## src/hdl/codec_pkg.sv

```systemverilog
// codec package: opcode type, sample widths and mu-law constants
`default_nettype none

package codec_pkg;

    // strobe opcode
    typedef enum logic {
        OP_DECODE = 1'b0,
        OP_ENCODE = 1'b1
    } op_t;

    // linear sample and code widths
    localparam int PCM_W  = 16;
    localparam int CODE_W = 8;

    // added to the magnitude before the segment search
    localparam int MULAW_BIAS = 132;

    // largest magnitude kept before biasing
    localparam int MULAW_CLIP = 32635;

    // strobe to out_valid, in cycles
    localparam int PIPE_LAT = 4;

endpackage

`default_nettype wire

```

## src/hdl/codec_ctrl.sv

```systemverilog
// codec controller: splits strobes by opcode, aligns both paths, merges results in order
`timescale 1ns/1ns
`default_nettype none

module codec_ctrl import codec_pkg::*; (
    input  wire               clk,
    input  wire               rst_n,
    input  wire               sample_valid,
    input  wire op_t          op,
    input  wire [PCM_W-1:0]   pcm_in,
    input  wire [CODE_W-1:0]  code_in,
    input  wire [CODE_W-1:0]  enc_code,
    input  wire               enc_done,
    input  wire [PCM_W-1:0]   dec_pcm,
    input  wire               dec_done,
    output logic              enc_valid,
    output logic [PCM_W-1:0]  enc_pcm,
    output logic              dec_valid,
    output logic [CODE_W-1:0] dec_code,
    output logic [CODE_W-1:0] code_out,
    output logic [PCM_W-1:0]  pcm_out,
    output logic              out_valid,
    output logic              busy
);

    logic                dec_cap_valid;
    logic [CODE_W-1:0]   dec_cap_code;
    logic [PIPE_LAT-1:0] occ;

    // input capture and opcode split
    always_ff @(posedge clk or negedge rst_n) begin
        if (!rst_n) begin
            enc_valid     <= 1'b0;
            dec_cap_valid <= 1'b0;
        end else begin
            enc_valid     <= sample_valid && (op == OP_ENCODE);
            dec_cap_valid <= sample_valid && (op == OP_DECODE);
        end
    end

    always_ff @(posedge clk) begin
        if (sample_valid) begin
            enc_pcm      <= pcm_in;
            dec_cap_code <= code_in;
        end
    end

    // decoder is one stage shorter, so the decode path waits a cycle here
    always_ff @(posedge clk or negedge rst_n) begin
        if (!rst_n) begin
            dec_valid <= 1'b0;
        end else begin
            dec_valid <= dec_cap_valid;
        end
    end

    always_ff @(posedge clk) begin
        dec_code <= dec_cap_code;
    end

    // only the matching data output moves
    always_ff @(posedge clk or negedge rst_n) begin
        if (!rst_n) begin
            out_valid <= 1'b0;
            code_out  <= '0;
            pcm_out   <= '0;
        end else begin
            out_valid <= enc_done | dec_done;
            if (enc_done) begin
                code_out <= enc_code;
            end
            if (dec_done) begin
                pcm_out <= dec_pcm;
            end
        end
    end

    // one bit per in-flight slot
    always_ff @(posedge clk or negedge rst_n) begin
        if (!rst_n) begin
            occ <= '0;
        end else begin
            occ <= {occ[PIPE_LAT-2:0], sample_valid};
        end
    end

    assign busy = |occ;

    a_done_exclusive: assert property (@(posedge clk) disable iff (!rst_n)
        !(enc_done && dec_done))
        else $error("encoder and decoder finished in the same cycle");

    // out_valid loads PIPE_LAT edges after the strobe edge and is seen one edge later
    a_fixed_latency: assert property (@(posedge clk) disable iff (!rst_n)
        sample_valid |-> ##(PIPE_LAT + 1) out_valid)
        else $error("out_valid missing %0d cycles after strobe", PIPE_LAT);

endmodule

`default_nettype wire

```

## src/hdl/mulaw_decoder.sv

```systemverilog
// mu-law decoder: two-stage pipeline from 8-bit code to signed linear sample
`timescale 1ns/1ns
`default_nettype none

module mulaw_decoder import codec_pkg::*; (
    input  wire               clk,
    input  wire               rst_n,
    input  wire               dec_valid,
    input  wire [CODE_W-1:0]  dec_code,
    output logic [PCM_W-1:0]  dec_pcm,
    output logic              dec_done
);

    localparam int MAG_W       = PCM_W - 1;
    localparam int DEC_MAG_MAX = 32124;

    logic [CODE_W-1:0] inv;
    logic [MAG_W-1:0]  base;
    logic              d1_valid;
    logic              d1_sign;
    logic [MAG_W-1:0]  d1_mag;
    logic [MAG_W-1:0]  mag;

    // mantissa times 8 plus bias, before the segment shift
    assign inv  = ~dec_code;
    assign base = MAG_W'({inv[3:0], 3'b000}) + MAG_W'(MULAW_BIAS);
    assign mag  = d1_mag - MAG_W'(MULAW_BIAS);

    always_ff @(posedge clk or negedge rst_n) begin
        if (!rst_n) begin
            d1_valid <= 1'b0;
            dec_done <= 1'b0;
        end else begin
            d1_valid <= dec_valid;
            dec_done <= d1_valid;
        end
    end

    always_ff @(posedge clk) begin
        d1_sign <= inv[CODE_W-1];
        d1_mag  <= base << inv[6:4];
        dec_pcm <= d1_sign ? -{1'b0, mag} : {1'b0, mag};
    end

    a_mag_range: assert property (@(posedge clk) disable iff (!rst_n)
        d1_valid |-> (mag <= MAG_W'(DEC_MAG_MAX)))
        else $error("decoded magnitude out of range: %0d", mag);

endmodule

`default_nettype wire

```

## src/hdl/mulaw_encoder.sv

```systemverilog
// mu-law encoder: three-stage pipeline from signed linear sample to 8-bit code
`timescale 1ns/1ns
`default_nettype none

module mulaw_encoder import codec_pkg::*; (
    input  wire               clk,
    input  wire               rst_n,
    input  wire               enc_valid,
    input  wire [PCM_W-1:0]   enc_pcm,
    output logic [CODE_W-1:0] enc_code,
    output logic              enc_done
);

    localparam int MAG_W = PCM_W - 1;

    logic [MAG_W-1:0] mag_abs;
    logic [MAG_W-1:0] mag_clip;
    logic             s1_valid;
    logic             s1_sign;
    logic [PCM_W-1:0] s1_mag;
    logic [2:0]       seg;
    logic             s2_valid;
    logic             s2_sign;
    logic [PCM_W-1:0] s2_mag;
    logic [2:0]       s2_seg;
    logic [PCM_W-1:0] shifted;

    // most negative sample maps to full scale
    always_comb begin
        if (!enc_pcm[PCM_W-1]) begin
            mag_abs = enc_pcm[MAG_W-1:0];
        end else if (enc_pcm[MAG_W-1:0] == '0) begin
            mag_abs = '1;
        end else begin
            mag_abs = ~enc_pcm[MAG_W-1:0] + 1'b1;
        end
        mag_clip = (mag_abs > MAG_W'(MULAW_CLIP)) ? MAG_W'(MULAW_CLIP) : mag_abs;
    end

    // the bias keeps some bit in 14..7 set
    always_comb begin
        seg = '0;
        for (int i = 0; i < 8; i++) begin
            if (s1_mag[7 + i]) begin
                seg = 3'(i);
            end
        end
    end

    // four bits just below the leading one
    assign shifted = s2_mag >> ({1'b0, s2_seg} + 4'd3);

    always_ff @(posedge clk or negedge rst_n) begin
        if (!rst_n) begin
            s1_valid <= 1'b0;
            s2_valid <= 1'b0;
            enc_done <= 1'b0;
        end else begin
            s1_valid <= enc_valid;
            s2_valid <= s1_valid;
            enc_done <= s2_valid;
        end
    end

    always_ff @(posedge clk) begin
        s1_sign  <= enc_pcm[PCM_W-1];
        s1_mag   <= PCM_W'(mag_clip) + PCM_W'(MULAW_BIAS);
        s2_sign  <= s1_sign;
        s2_mag   <= s1_mag;
        s2_seg   <= seg;
        enc_code <= ~{s2_sign, s2_seg, shifted[3:0]};
    end

    a_mag_range: assert property (@(posedge clk) disable iff (!rst_n)
        s2_valid |-> (s2_mag <= PCM_W'(MULAW_CLIP + MULAW_BIAS)))
        else $error("biased magnitude out of range: %0d", s2_mag);

endmodule

`default_nettype wire

```

## src/hdl/pcm_codec_top.sv

```systemverilog
// mu-law PCM codec top: controller with encoder and decoder pipelines
`timescale 1ns/1ns
`default_nettype none

module pcm_codec_top import codec_pkg::*; (
    input  wire               clk,
    input  wire               rst_n,
    input  wire               sample_valid,
    input  wire op_t          op,
    input  wire [PCM_W-1:0]   pcm_in,
    input  wire [CODE_W-1:0]  code_in,
    output wire [CODE_W-1:0]  code_out,
    output wire [PCM_W-1:0]   pcm_out,
    output wire               out_valid,
    output wire               busy
);

    wire              enc_valid;
    wire [PCM_W-1:0]  enc_pcm;
    wire [CODE_W-1:0] enc_code;
    wire              enc_done;
    wire              dec_valid;
    wire [CODE_W-1:0] dec_code;
    wire [PCM_W-1:0]  dec_pcm;
    wire              dec_done;

    codec_ctrl u_ctrl (
        .clk          (clk),
        .rst_n        (rst_n),
        .sample_valid (sample_valid),
        .op           (op),
        .pcm_in       (pcm_in),
        .code_in      (code_in),
        .enc_code     (enc_code),
        .enc_done     (enc_done),
        .dec_pcm      (dec_pcm),
        .dec_done     (dec_done),
        .enc_valid    (enc_valid),
        .enc_pcm      (enc_pcm),
        .dec_valid    (dec_valid),
        .dec_code     (dec_code),
        .code_out     (code_out),
        .pcm_out      (pcm_out),
        .out_valid    (out_valid),
        .busy         (busy)
    );

    mulaw_encoder u_enc (
        .clk       (clk),
        .rst_n     (rst_n),
        .enc_valid (enc_valid),
        .enc_pcm   (enc_pcm),
        .enc_code  (enc_code),
        .enc_done  (enc_done)
    );

    mulaw_decoder u_dec (
        .clk       (clk),
        .rst_n     (rst_n),
        .dec_valid (dec_valid),
        .dec_code  (dec_code),
        .dec_pcm   (dec_pcm),
        .dec_done  (dec_done)
    );

endmodule

`default_nettype wire

```

## config.mk

```make
export PLATFORM = sky130hd
export DESIGN_NAME = pcm_codec_top
export DESIGN_NICKNAME = d
export VERILOG_FILES = /design/src/hdl/codec_pkg.sv /design/src/hdl/codec_ctrl.sv /design/src/hdl/mulaw_decoder.sv /design/src/hdl/mulaw_encoder.sv /design/src/hdl/pcm_codec_top.sv
export SDC_FILE = /design/constraint.sdc
export NUM_CORES = 1
export LEC_CHECK = 0
export BUFFER_PORTS_ARGS = -buffer_cell sky130_fd_sc_hd__buf_2
export CAP_MARGIN = 5
export CORE_AREA = 2 2 84 118
export DETAILED_ROUTE_END_ITERATION = 8
export DIE_AREA = 0 0 86 120
export HOLD_SLACK_MARGIN = 0.1
export MAX_ROUTING_LAYER = met4
export PLACE_DENSITY = 0.77
export SYNTH_ARGS = -nofsm -noshare
export SYNTH_HDL_FRONTEND = slang
export SYNTH_SLANG_ARGS = --single-unit
export TNS_END_PERCENT = 30
```

## constraint.sdc

```tcl
create_clock -name clk -period 4.5 [get_ports clk]
set_input_delay 0.225 -clock clk [delete_from_list [all_inputs] [get_ports clk]]
set_output_delay 0.225 -clock clk [all_outputs]
set_load 0.01 [all_outputs]
```

# After elaboration in Yosys (flattened, before gate mapping)
# Cells that the tools add are included.
[word_totals]
register_bits = 146
inputBits = 28
out_inout_bits = 26
wordCells = 57
[op_classes]
mux = 10
n_bitwise = 5
add_sub_neg = 6
shifts = 2
reduce_logical = 6
n_lt_le_gt_ge = 1
[op_table]
columns = ["operator", "count"]
rows = [
  ["2-to-1 mux 15 bit", 4],
  ["adder 15 x 8 -> 16 bit (second input constant)", 1],
  ["negation 15 -> 16 bit", 1],
  ["NOT 8 bit", 2],
  ["right shift 16 x 4 -> 4 bit", 1],
  ["adder 15 x 1 -> 15 bit (second input constant)", 1],
  ["greater-than comparator 15 bit (second input constant)", 1],
  ["zero test 15 bit", 1],
  ["NOT 15 bit", 1],
  ["left shift 15 x 3 -> 15 bit", 1],
  ["subtractor 15 x 8 -> 15 bit (second input constant)", 1],
  ["adder 7 x 8 -> 9 bit (second input constant)", 1],
  ["2-to-1 mux 2 bit", 4],
  ["OR reduction 4 bit", 2],
  ["adder 3 x 2 -> 4 bit (second input constant)", 1],
  ["logical AND 1 bit", 2],
  ["2-to-1 mux 1 bit", 2],
  ["OR reduction 2 bit", 1],
  ["NOT 1 bit", 1],
  ["OR 1 bit", 1],
]

# Longest topological paths before layout
# Gate-level depths: netlist of the first run.
[logic_depth]
ltp_word = 7
depth_mapped = 15

# Hierarchy
# A second synthesis of the first run with hierarchy kept.
[unflattened]
cells_unflattened = 484
area_unflattened_um2 = 5616.6
[by_module_without_submodules]
columns = ["mod", "cells_each", "seq_area_each_um2", "area_per_inst_um2", "n_inst"]
rows = [
  ["codec_ctrl", 95, 1681.6, 2048.2, 1],
  ["mulaw_encoder", 206, 795.8, 1988.2, 1],
  ["mulaw_decoder", 183, 610.6, 1580.3, 1],
]

# Least setup slack after synthesis of the first run
# No wires, ideal clock.
[synth_timing]
path_type = "flip-flop to flip-flop"
from = "register u_ctrl.enc_pcm[0]"
to = "register u_enc.s1_mag[12]"
path_stages_with_launch = 16
path_slack_ns = 1.005
arrival_time_ns = 3.424
setup_ns = 0.072
synth_period_minus_slack_ns = 3.495
path_buffers = 1
required_time_ns = 4.428
cell_sequence = "edfxtp_1 inv_1 ha_1 or4b_4 o41ai_2 xor2_1 or2_2 o31ai_1 or2_1 buf_6 a21boi_0 ha_1 o2111ai_1 a2bb2oi_1 a21boi_0 xor2_1"
[synth_via]
elab_chain_cells = 7
word_cells_on_any_way = 8
classes_between = "2 x add/sub; 1 x order compare; 3 x mux; 1 x bitwise; 1 x reduce/logical"
[synth_rtl]
columns = ["element", "line_no", "text"]
rows = [
  ["from (decl)", "codec_ctrl.sv:17", "output logic [PCM_W-1:0] enc_pcm,"],
  ["from (signal assigned)", "codec_ctrl.sv:43", "enc_pcm <= pcm_in;"],
  ["NOT 15 bit", "mulaw_encoder.sv:35", "mag_abs = ~enc_pcm[MAG_W-1:0] + 1'b1;"],
  ["adder 15 x 1 -> 15 bit", "mulaw_encoder.sv:35", ""],
  ["2-to-1 mux 15 bit", "mulaw_encoder.sv:32", "end else if (enc_pcm[MAG_W-1:0] == '0) begin"],
  ["2-to-1 mux 15 bit (*)", "mulaw_encoder.sv:30", "if (!enc_pcm[PCM_W-1]) begin"],
  ["greater-than comparator 15 bit", "mulaw_encoder.sv:37", "mag_clip = (mag_abs > MAG_W'(MULAW_CLIP)) ? MAG_W'(MULAW_CLIP) : mag_abs;"],
  ["2-to-1 mux 15 bit (*)", "mulaw_encoder.sv:37", ""],
  ["adder 15 x 8 -> 16 bit (*)", "mulaw_encoder.sv:67", "s1_mag <= PCM_W'(mag_clip) + PCM_W'(MULAW_BIAS);"],
  ["to (signal assigned)", "mulaw_encoder.sv:67", ""],
  ["to (decl)", "mulaw_encoder.sv:20", "logic [PCM_W-1:0] s1_mag;"],
]
# Every way passes the cells marked *; elsewhere a longest branch is shown, timed or not.
# A chain may end at the register's enable or synchronous reset.

# Worst setup path after layout of the first run
# Same ends and word-level chain as after synthesis.

==> results of run 1 <==
==> synth_stat cells (all sizes together) (12+ instances only) <==
cell type,instances
nand2,25
clkbuf,12
o21ai,16
dfrtp,35
mux2,24
edfxtp,24
dfxtp,72
xor2,21
a21oi,16
nor2,26
inv,17
xnor2,17
mux2i,17
==> final cells by class <==
type                            instances  area (µm²)
Fill cell                             671        2850
Inverter                               17        63.8
Timing Repair Buffer                   78         523
Clock buffer                           18         439
Sequential cell                       131        3040
Multi-Input combinational cell        277        2090
Clock inverter                         14         160
Tap cell                              110         138
==> flip-flops by register name, summed over array words and instances (netlist names), 3 cells and up <==
register,cells
u_ctrl.dec_cap_code,8
u_ctrl.enc_pcm,16
u_enc.s2_seg,3
u_ctrl.dec_code,8
u_ctrl.pcm_out,14
u_ctrl.occ,4
u_dec.dec_pcm,14
u_enc.s2_mag,11
u_dec.d1_mag,13
u_ctrl.code_out,8
u_enc.enc_code,8
u_enc.s1_mag,12
==> worst register-to-register path, stage by stage (launching register included) <==
cell and delay [ns]:
edfxtp_1 0.45, inv_1 0.10, ha_1 0.25, or4b_4 0.54, o41ai_2 0.25, xor2_1 0.16, or2_2 0.32, o31ai_1 0.28
or2_1 0.30, nand2_1 0.09, ha_1 0.27, o2111ai_1 0.12, a2bb2oi_1 0.38, a21boi_0 0.18, xor2_1 0.17
==> through the flow <==
| stage | util (%) | setup slack, ns |
|---|---|---|
| 6_report | 69.3 | 0.520 |
| 3_3_place_gp | 60.1 | 0.769 |
| 5_1_grt | 69.3 | 0.249 |
| 2_1_floorplan | - | 1.00 |
| 3_5_place_dp | 60.1 | 0.507 |
| 4_1_cts | 69.3 | 0.535 |
==> cell families (layout without fill, tap and decap cells) <==
logic type,after synthesis,count (layout)
compound gates,69,69
xor+xnor,38,38
fa+ha+maj,6,6
buf+inv,36,127
flops,131,131
mux,45,45
other cells,1,2
simple gates,117,117
==> power by group <==
part / switching (W) / total [W] / internal [W]
sequential: 0.000129 / 0.00157 / 0.00144
clock: 0.000473 / 0.00135 / 0.000880
combinational: 0.000260 / 0.000553 / 0.000292
==> layer usage <==
layer  vias to the layer above  wire [µm]  track usage (%)
li1                       1719          -                -
met4                         0        276             11.5
met5                         -          0                -
met3                        25        350             5.50
met2                       102       4560             31.8
met1                      1601       3440             20.3
==> what timing repair did <==
| action | CTS | global route |
|---|---|---|
| hold buffers | 26 | 0 |
| endpoints found under the hold margin | 61 | 0 |
| buffers inserted | 0 | 0 |
==> worst paths after layout <==
check                                        from                to  slack, ns  cells past startpoint
max in group asynchronous                   rst_n    u_enc.s2_valid       3.58                      2
worst min register to register    u_enc.s1_mag[5]   u_enc.s2_mag[5]       0.32                      0
worst max register to register  u_ctrl.enc_pcm[0]  u_enc.s1_mag[12]       0.52                     14
worst max-delay path            u_ctrl.enc_pcm[0]  u_enc.s1_mag[12]       0.52                     14
min in group asynchronous                   rst_n     u_ctrl.occ[3]       0.43                      2
worst min-delay path                 sample_valid     u_ctrl.occ[0]       0.24                      1
==> run metrics, run 1 <==
clock skew=0.00457 ns; clk buf depth=2; layout cell share with drive strength beyond 1=24.9%; RD Place Congestion=0.892; Die Width=86 µm; main combinational cell family by area after synthesis=simple AND/OR/NAND/NOR gates; synthesis-stage register bit count=~130; TNS Setup=0 ns; clk sink count=131; Synth Area in Compound Gates=9.50%; critical path buffer and inverter count=1; Final Non-Filler Cells=645; final hold vios=0; vias in the first global route=3457; Resized cells post-CTS=0; asr flop ratio synth=26.7%; count of cell types in the netlist=69; Syn Std Cell Area=around 5300 µm²; area growth from synthesis to layout=22.1%; Total GRT Usage=slightly below 20%; Synth Area in Simple Gates=about an eighth; IO Count=54; DR vias/cell=5.34; leading area contributor after synthesis=dfxtp_1; Critical Path Start Type=register; DRC Markers=0; DIE AREA=10300 µm²; Vias=3447; max-cap viol count=0; crit path DAT=4.26 ns; Post-synth EDFFs=24; hold_ws=between 0.2 and 0.25 ns; global-route wire length before repair=15.1 mm; commonest cells after routing, fill and taps aside=dfxtp_1 (72), buf_2 (51), dfrtp_1 (35); hpwl dp=a little under 6 mm; DR pass1 iterations=4; starting DRC count in detailed routing=91; register area share after synthesis=57.5%; delay-heaviest family, CP=simple AND/OR/NAND/NOR gates; FMAX=251 MHz; Tcrit/Tclk final=88.4%; drt total wl=~8.6 mm; Final Cell Area=6450 µm²; Layout Nets=556; DRT antenna net count=0; Pwr Density=between 500 and 600 nW/µm²; Yosys warnings=0; port buffer count=51; Worst-Margin Slew=roughly 0.76 ns; worst-skew pair later-pin latency=0.41 ns; Clk pin slew, worst setup/hold paths=0.05 ns; Final min period=3.98 ns; PnR Total Power=0.00347 W; share of the synthesized netlist area taken by xor and xnor gates=under 10%; grt ovf=0; pin count of the biggest net entering global routing=36; core area=9300 µm²; Synth Area in Adders=under 10%; multiplexer area fraction after synthesis=between 10% and 20%; crit path kind=register to register; top post-synthesis cells by area=dfxtp_1 (27%), dfrtp_1 (17%), edfxtp_1 (14%); Syn Area/Cell=~12 µm²; clock root cell=clkbuf_16; Initial Utilization=between 50% and 60%; die height=120 µm; Finish-stage setup viols=0; synthesized instance count=about 440; peak supply drop=0.296 mV; share of the synthesized area in the top cell type=27.3%; htree depth=4; Rows=42; clock tree from TritonCTS=done; RSZ-0062 raised after global routing=false; worst path required time=4.78 ns; status=finished clean; commonest non-fill, non-tap cell in the layout=dfxtp_1; placed inst area=~5600 µm²; Top FF cell, synth=dfxtp_1; Crit-path slowest cell=or4b_4; Worst setup EP type=register; total CTS buffers=17; Cell Chain, Critical Path=inv_1 > ha_1 > or4b_4 > o41ai_2 > xor2_1 > or2_2 > o31ai_1 > or2_1 > nand2_1 > ha_1 > o2111ai_1 > a2bb2oi_1 > a21boi_0 > xor2_1; initial antenna violation count=0; Min-Delay Path Class=input pin to register; Placed Cells=587; CP max FO=9; Critical Path Max Stage Delay=0.53 ns; n_diodes=0; Slew Limit Fails=0; Slew headroom=49.5%; leakage power=2.72 nW; wire per inst=~13 µm
Power figures use the tool's default switching activity.
==> run 2, diff against run 1 <==
--- a/config.mk
+++ b/config.mk
@@ -7,12 +7,13 @@
 export LEC_CHECK = 0
 export BUFFER_PORTS_ARGS = -buffer_cell sky130_fd_sc_hd__buf_2
 export CAP_MARGIN = 5
-export CORE_AREA = 2 2 84 118
+export CORE_AREA = 2 2 82 116
+export CTS_BUF_LIST = sky130_fd_sc_hd__clkbuf_4 sky130_fd_sc_hd__clkbuf_8
 export DETAILED_ROUTE_END_ITERATION = 8
-export DIE_AREA = 0 0 86 120
+export DIE_AREA = 0 0 84 118
 export HOLD_SLACK_MARGIN = 0.1
 export MAX_ROUTING_LAYER = met4
-export PLACE_DENSITY = 0.77
+export PLACE_DENSITY = 0.8
 export SYNTH_ARGS = -nofsm -noshare
 export SYNTH_HDL_FRONTEND = slang
 export SYNTH_SLANG_ARGS = --single-unit
==> run metrics, run 2 (synthesis gave the netlist of run 1 again) <==
Final Cell Area=roughly 6300 µm²; total CTS buffers=17; PnR Total Power=0.00321 W; clock skew=roughly 0.0056 ns; Biggest register=u_ctrl.enc_pcm; vias in the first global route=3606; global-route wire length before repair=15.2 mm; Total GRT Usage=approximately a fifth; max-cap viol count=0; Die Width=84 µm; Tcrit/Tclk final=88.8%; clk buf depth=2; postcts setup bufs=0; clock root cell=clkbuf_8; wire length on met2=4.75 mm; DR pass1 iterations=4; DIE AREA=9910 µm²; Clk pin slew, worst setup/hold paths=0.07 ns; status=finished clean; drt total wl=around 8.6 mm; Critical Path Start Type=register; total of fill cells in the finished design=611; n_diodes=0; IO Count=54; crit path DAT=4.30 ns; met3 routed WL=327 µm; TNS Setup=0 ns; Final min period=3.99 ns; Final Util=71.1%; max FFs per register=16; Finish-stage setup viols=0; Crit-path slowest cell=or4b_4; Worst setup EP type=register; layout cell share with drive strength beyond 1=about 25%; DRT antenna net count=0; placed inst area=5590 µm²; core area=8870 µm²; CP max FO=9; die height=118 µm; area growth from synthesis to layout=19.4%; starting DRC count in detailed routing=131; Slew Limit Fails=0; Vias=approximately 3500; crit path kind=register to register; clock tree from TritonCTS=done; commonest non-fill, non-tap cell in the layout=dfxtp_1; peak supply drop=0.364 mV; RD Place Congestion=0.899; clk sink count=between 100 and 150; leakage power=2.68 nW; Worst-Margin Slew=~0.77 ns; top layer in use=met4; final hold vios=0; DRC Markers=0; port buffer count=51; RSZ-0062 raised after global routing=false; Critical Path Max Stage Delay=0.54 ns; Layout Nets=556; grt ovf=0; Pwr Density=509 nW/µm²; hpwl dp=6.06 mm; FMAX=250 MHz; DR vias/cell=between 5 and 6; initial antenna violation count=0; worst-skew pair later-pin latency=0.42 ns; Initial Utilization=59.5%; Rows=41; htree depth=4; Min-Delay Path Class=input pin to register; M1 WL=between 3 and 4 mm; Cell Chain, Critical Path=inv_1 > ha_1 > or4b_4 > o41ai_2 > xor2_1 > or2_2 > o31ai_1 > or2_1 > nand2_1 > ha_1 > o2111ai_1 > a2bb2oi_1 > a21boi_0 > xor2_1; pin count of the biggest net entering global routing=36; Slew headroom=48.5%; largest registers=u_ctrl.enc_pcm x16, u_ctrl.pcm_out x14, u_dec.dec_pcm x14; wire per inst=13.5 µm; worst path required time=4.80 ns; commonest cells after routing, fill and taps aside=dfxtp_1 (72), buf_2 (51), dfrtp_1 (35)
## run 2: cell count changes in the layout (fill, tap and decap cells not counted), sizes merged
cell      before  now
clkbuf        18   24
clkinvlp       4    0
clkinv         5    3
bufinv         3    4
inv           19   18
## run 2: final cells by class
class	count	area [µm²]	share of cell area (%)
Sequential cell	131	3040	48.1
Inverter	17	63.8	1.01
Multi-Input combinational cell	277	2090	33.1
Clock inverter	8	145	2.30
Tap cell	107	134	2.12
Clock buffer	24	318	5.04
Timing Repair Buffer	78	523	8.29
## run 2: per-layer routing
| metal | GRT usage, % | up-vias |
|---|---|---|
| met5 | - | - |
| met4 | 9.78 | 0 |
| met3 | 6.31 | 21 |
| met2 | 34.7 | 83 |
| met1 | 19.6 | 1643 |
| li1 | - | 1714 |
## run 2: where the power goes
group / total, W / internal (W) / switching (W) / leakage [nW]
sequential: 0.00156 / 0.00143 / 0.000128 / 1.26
clock: 0.00110 / 0.000690 / 0.000410 / 0.240
combinational: 0.000551 / 0.000292 / 0.000259 / 1.17
total: 0.00321 / 0.00242 / 0.000796 / 2.68
## run 2: worst max-delay path, delay by kind of cell (launching register included)
kind,cells,cell delay (ns)
AO/OA/AOI/OAI,5,1.21
XOR/XNOR,2,0.33
adder cells (fa/ha/maj),2,0.52
buffers and inverters,1,0.10
flip-flops,1,0.46
AND/OR/NAND/NOR,4,1.26
## run 2: path summary, 6_finish.rpt
check | start | endpoint | slack, ns | cells past startpoint
max in group asynchronous | rst_n | u_ctrl.code_out[7] | 3.59 | 2
min in group asynchronous | rst_n | u_ctrl.pcm_out[12] | 0.41 | 2
hold reg to reg | u_enc.s1_mag[7] | u_enc.s2_mag[7] | 0.33 | 0
setup / recovery | u_ctrl.enc_pcm[0] | u_enc.s1_mag[12] | 0.51 | 14
hold / removal | sample_valid | u_ctrl.occ[0] | 0.21 | 1
setup reg to reg | u_ctrl.enc_pcm[0] | u_enc.s1_mag[12] | 0.51 | 14
## run 2: metrics by stage
step / setup WS, ns / hold WS [ns] / instances
2_1_floorplan: 1.00 / -0.0706 / 444
3_3_place_gp: 0.765 / 0.312 / 584
3_5_place_dp: 0.567 / 0.312 / 584
4_1_cts: 0.549 / 0.198 / 642
5_1_grt: 0.160 / 0.219 / 642
6_report: 0.506 / 0.213 / 642
## run 2: timing repair
action                    4_1_cts  5_1_grt
hold buffers                   26        0
resized for setup               0        0
hold endpoints to repair       61        0
==> run 3, diff against run 2 <==
--- a/config.mk
+++ b/config.mk
@@ -7,13 +7,12 @@
 export LEC_CHECK = 0
 export BUFFER_PORTS_ARGS = -buffer_cell sky130_fd_sc_hd__buf_2
 export CAP_MARGIN = 5
-export CORE_AREA = 2 2 82 116
+export CORE_AREA = 2 2 107 151
 export CTS_BUF_LIST = sky130_fd_sc_hd__clkbuf_4 sky130_fd_sc_hd__clkbuf_8
 export DETAILED_ROUTE_END_ITERATION = 8
-export DIE_AREA = 0 0 84 118
+export DIE_AREA = 0 0 109 153
 export HOLD_SLACK_MARGIN = 0.1
 export MAX_ROUTING_LAYER = met4
-export PLACE_DENSITY = 0.8
 export SYNTH_ARGS = -nofsm -noshare
 export SYNTH_HDL_FRONTEND = slang
 export SYNTH_SLANG_ARGS = --single-unit
==> run metrics, run 3 (synthesis gave the netlist of run 1 again) <==
max FFs per register=16; worst path required time=about 4.8 ns; largest registers=u_ctrl.enc_pcm x16, u_ctrl.pcm_out x14, u_dec.dec_pcm x14; worst-skew pair later-pin latency=0.42 ns; Total GRT Usage=11.8%; top layer in use=met4; grt ovf=0; FF-to-FF path depth=14; Sw Share=26.9%; hpwl dp=6.23 mm; clk sink count=131; Min-Delay Path Class=input pin to register; Slew Limit Fails=0; Rows=54; core area=15300 µm²; CP max FO=9; M1 WL=3.71 mm; DR vias/cell=4.64; Vias=around 3400; FMAX=251 MHz; Critical Path Start Type=register; Combinational Power Share=18.0%; starting DRC count in detailed routing=158; storage element area=3040 µm²; RSZ-0062 raised after global routing=false; clock root cell=clkbuf_8; crit path DAT=~4.3 ns; max-cap viol count=0; Worst setup EP type=register; die height=153 µm; port buffer count=a little over 50; Initial Utilization=about a third; layout cell share with drive strength beyond 1=24.9%; DR pass1 iterations=4; wire length on met2=4.44 mm; Final min period=roughly 4 ns; Cell Chain, Critical Path=inv_1 > ha_1 > or4b_4 > o41ai_2 > xor2_1 > or2_2 > o31ai_1 > or2_1 > nand2_1 > ha_1 > o2111ai_1 > a2bb2oi_1 > a21boi_0 > xor2_1; Crit. Startpoint=u_ctrl.enc_pcm[0]; DRC Markers=0; commonest cells after routing, fill and taps aside=dfxtp_1 (72), buf_2 (51), dfrtp_1 (35); TNS Setup=0 ns; Worst-Margin Slew=0.777 ns; area of the multi-input gates=2090 µm²; Biggest register=u_ctrl.enc_pcm; global-route wire length before repair=15.3 mm; status=finished clean; Worst Setup EP=u_enc.s1_mag[12]; r2r endpoint=u_enc.s1_mag[12]; peak supply drop=0.237 mV; clk buf depth=2; n_diodes=0; IO Count=54; Finish-stage setup viols=0; initial antenna violation count=0; leakage power=roughly 2.6 nW; Critical Path Max Stage Delay=0.54 ns; Seq pwr share=around 50%; wire per inst=11.8 µm; Layout Nets=556; pin count of the biggest net entering global routing=36; Crit-path slowest cell=or4b_4; total CTS buffers=17; drt total wl=8.63 mm; vias in the first global route=around 3400; Slew headroom=48.2%; crit path kind=register to register; RD Place Congestion=0.848; R2R Setup Slk=roughly 0.52 ns; P_int=0.00223 W; met3 routed WL=344 µm; clock tree from TritonCTS=done; Pwr Density=roughly 480 nW/µm²; clock skew=0.0108 ns; DRT antenna net count=0; Final WS setup=roughly 0.52 ns; total of fill cells in the finished design=1458; DIE AREA=16700 µm²; area growth from synthesis to layout=20.0%; Reg-to-Reg Start=u_ctrl.enc_pcm[0]; Clk pin slew, worst setup/hold paths=0.08 ns; switching pwr=0.000820 W; htree depth=4; PnR Total Power=0.00305 W; dpl ws=between 0.5 and 0.6 ns; Clk pwr share=30.8%; final hold vios=0; Tcrit/Tclk final=88.5%; commonest non-fill, non-tap cell in the layout=dfxtp_1; Die Width=109 µm
run 3: cell types whose count changed in the layout (fill, tap and decap cells not counted):
| cell | delta |
|---|---|
| clkbuf_8 | -5 |
| inv_6 | +2 |
| bufinv_16 | -2 |
| clkinv_4 | -1 |
| clkinv_2 | +2 |
| clkinvlp_4 | +4 |
run 3: critical path, delay by kind of cell, from the launching register on:
family / cells / cell delay, ns
and+or+nand+nor: 4 / 1.26
DFF: 1 / 0.45
buffers and inverters: 1 / 0.09
xor gates and xnor gates: 2 / 0.34
adders and majority gates: 2 / 0.54
AOI/OAI and AO/OA: 5 / 1.18
run 3: worst min-delay path by stage:
stage	startpoint	end	slack, ns	depth (start not counted)
finish	sample_valid	u_ctrl.occ[0]	0.24	1
global route	sample_valid	u_ctrl.occ[0]	0.23	1
global placement	u_enc.s1_mag[6]	u_enc.s2_mag[6]	0.31	0
detailed placement	u_enc.s1_mag[5]	u_enc.s2_mag[5]	0.31	0
CTS	sample_valid	u_ctrl.occ[0]	0.22	1
floorplan	rst_n	u_ctrl.code_out[0]	-0.07	0
run 3: per-stage QoR:
step	area, µm²	hold slack (ns)	util, %	instances
floorplan	5290	-0.0706	-	444
CTS	6340	0.220	41.3	731
global route	6340	0.230	41.3	731
global placement	5700	0.313	37.2	673
finish	6340	0.242	41.3	731
detailed placement	5700	0.313	37.2	673
run 3: layout make-up:
cell class	instances	share of cell area, %
clock inverter	13	2.11
sequential	131	47.9
inverter	17	1.01
multi-input combinational	277	32.9
clock buffer	19	3.93
timing repair buffer	78	8.25
tap	196	3.87
run 3: power groups by stage:
stage	Sequential, W	Combinational (W)	Clock [W]
4_1_cts	0.00156	0.000557	0.000976
2_1_floorplan	0.00158	0.000371	0
5_1_grt	0.00160	0.000611	0.00104
3_3_place_gp	0.00158	0.000526	0
6_report	0.00156	0.000548	0.000939
3_5_place_dp	0.00159	0.000535	0
run 3: routing by layer:
layer	vias to the layer above	GRT usage (%)
met2	71	19.2
li1	1719	-
met3	10	3.54
met1	1592	13.1
met4	0	5.31
met5	-	-
run 3: timing repair:
action                                 in CTS  in global routing
endpoints found under the hold margin      61                  0
hold buffers                               26                  0
setup buffers                               0                  0
gates resized for setup                     0                  0
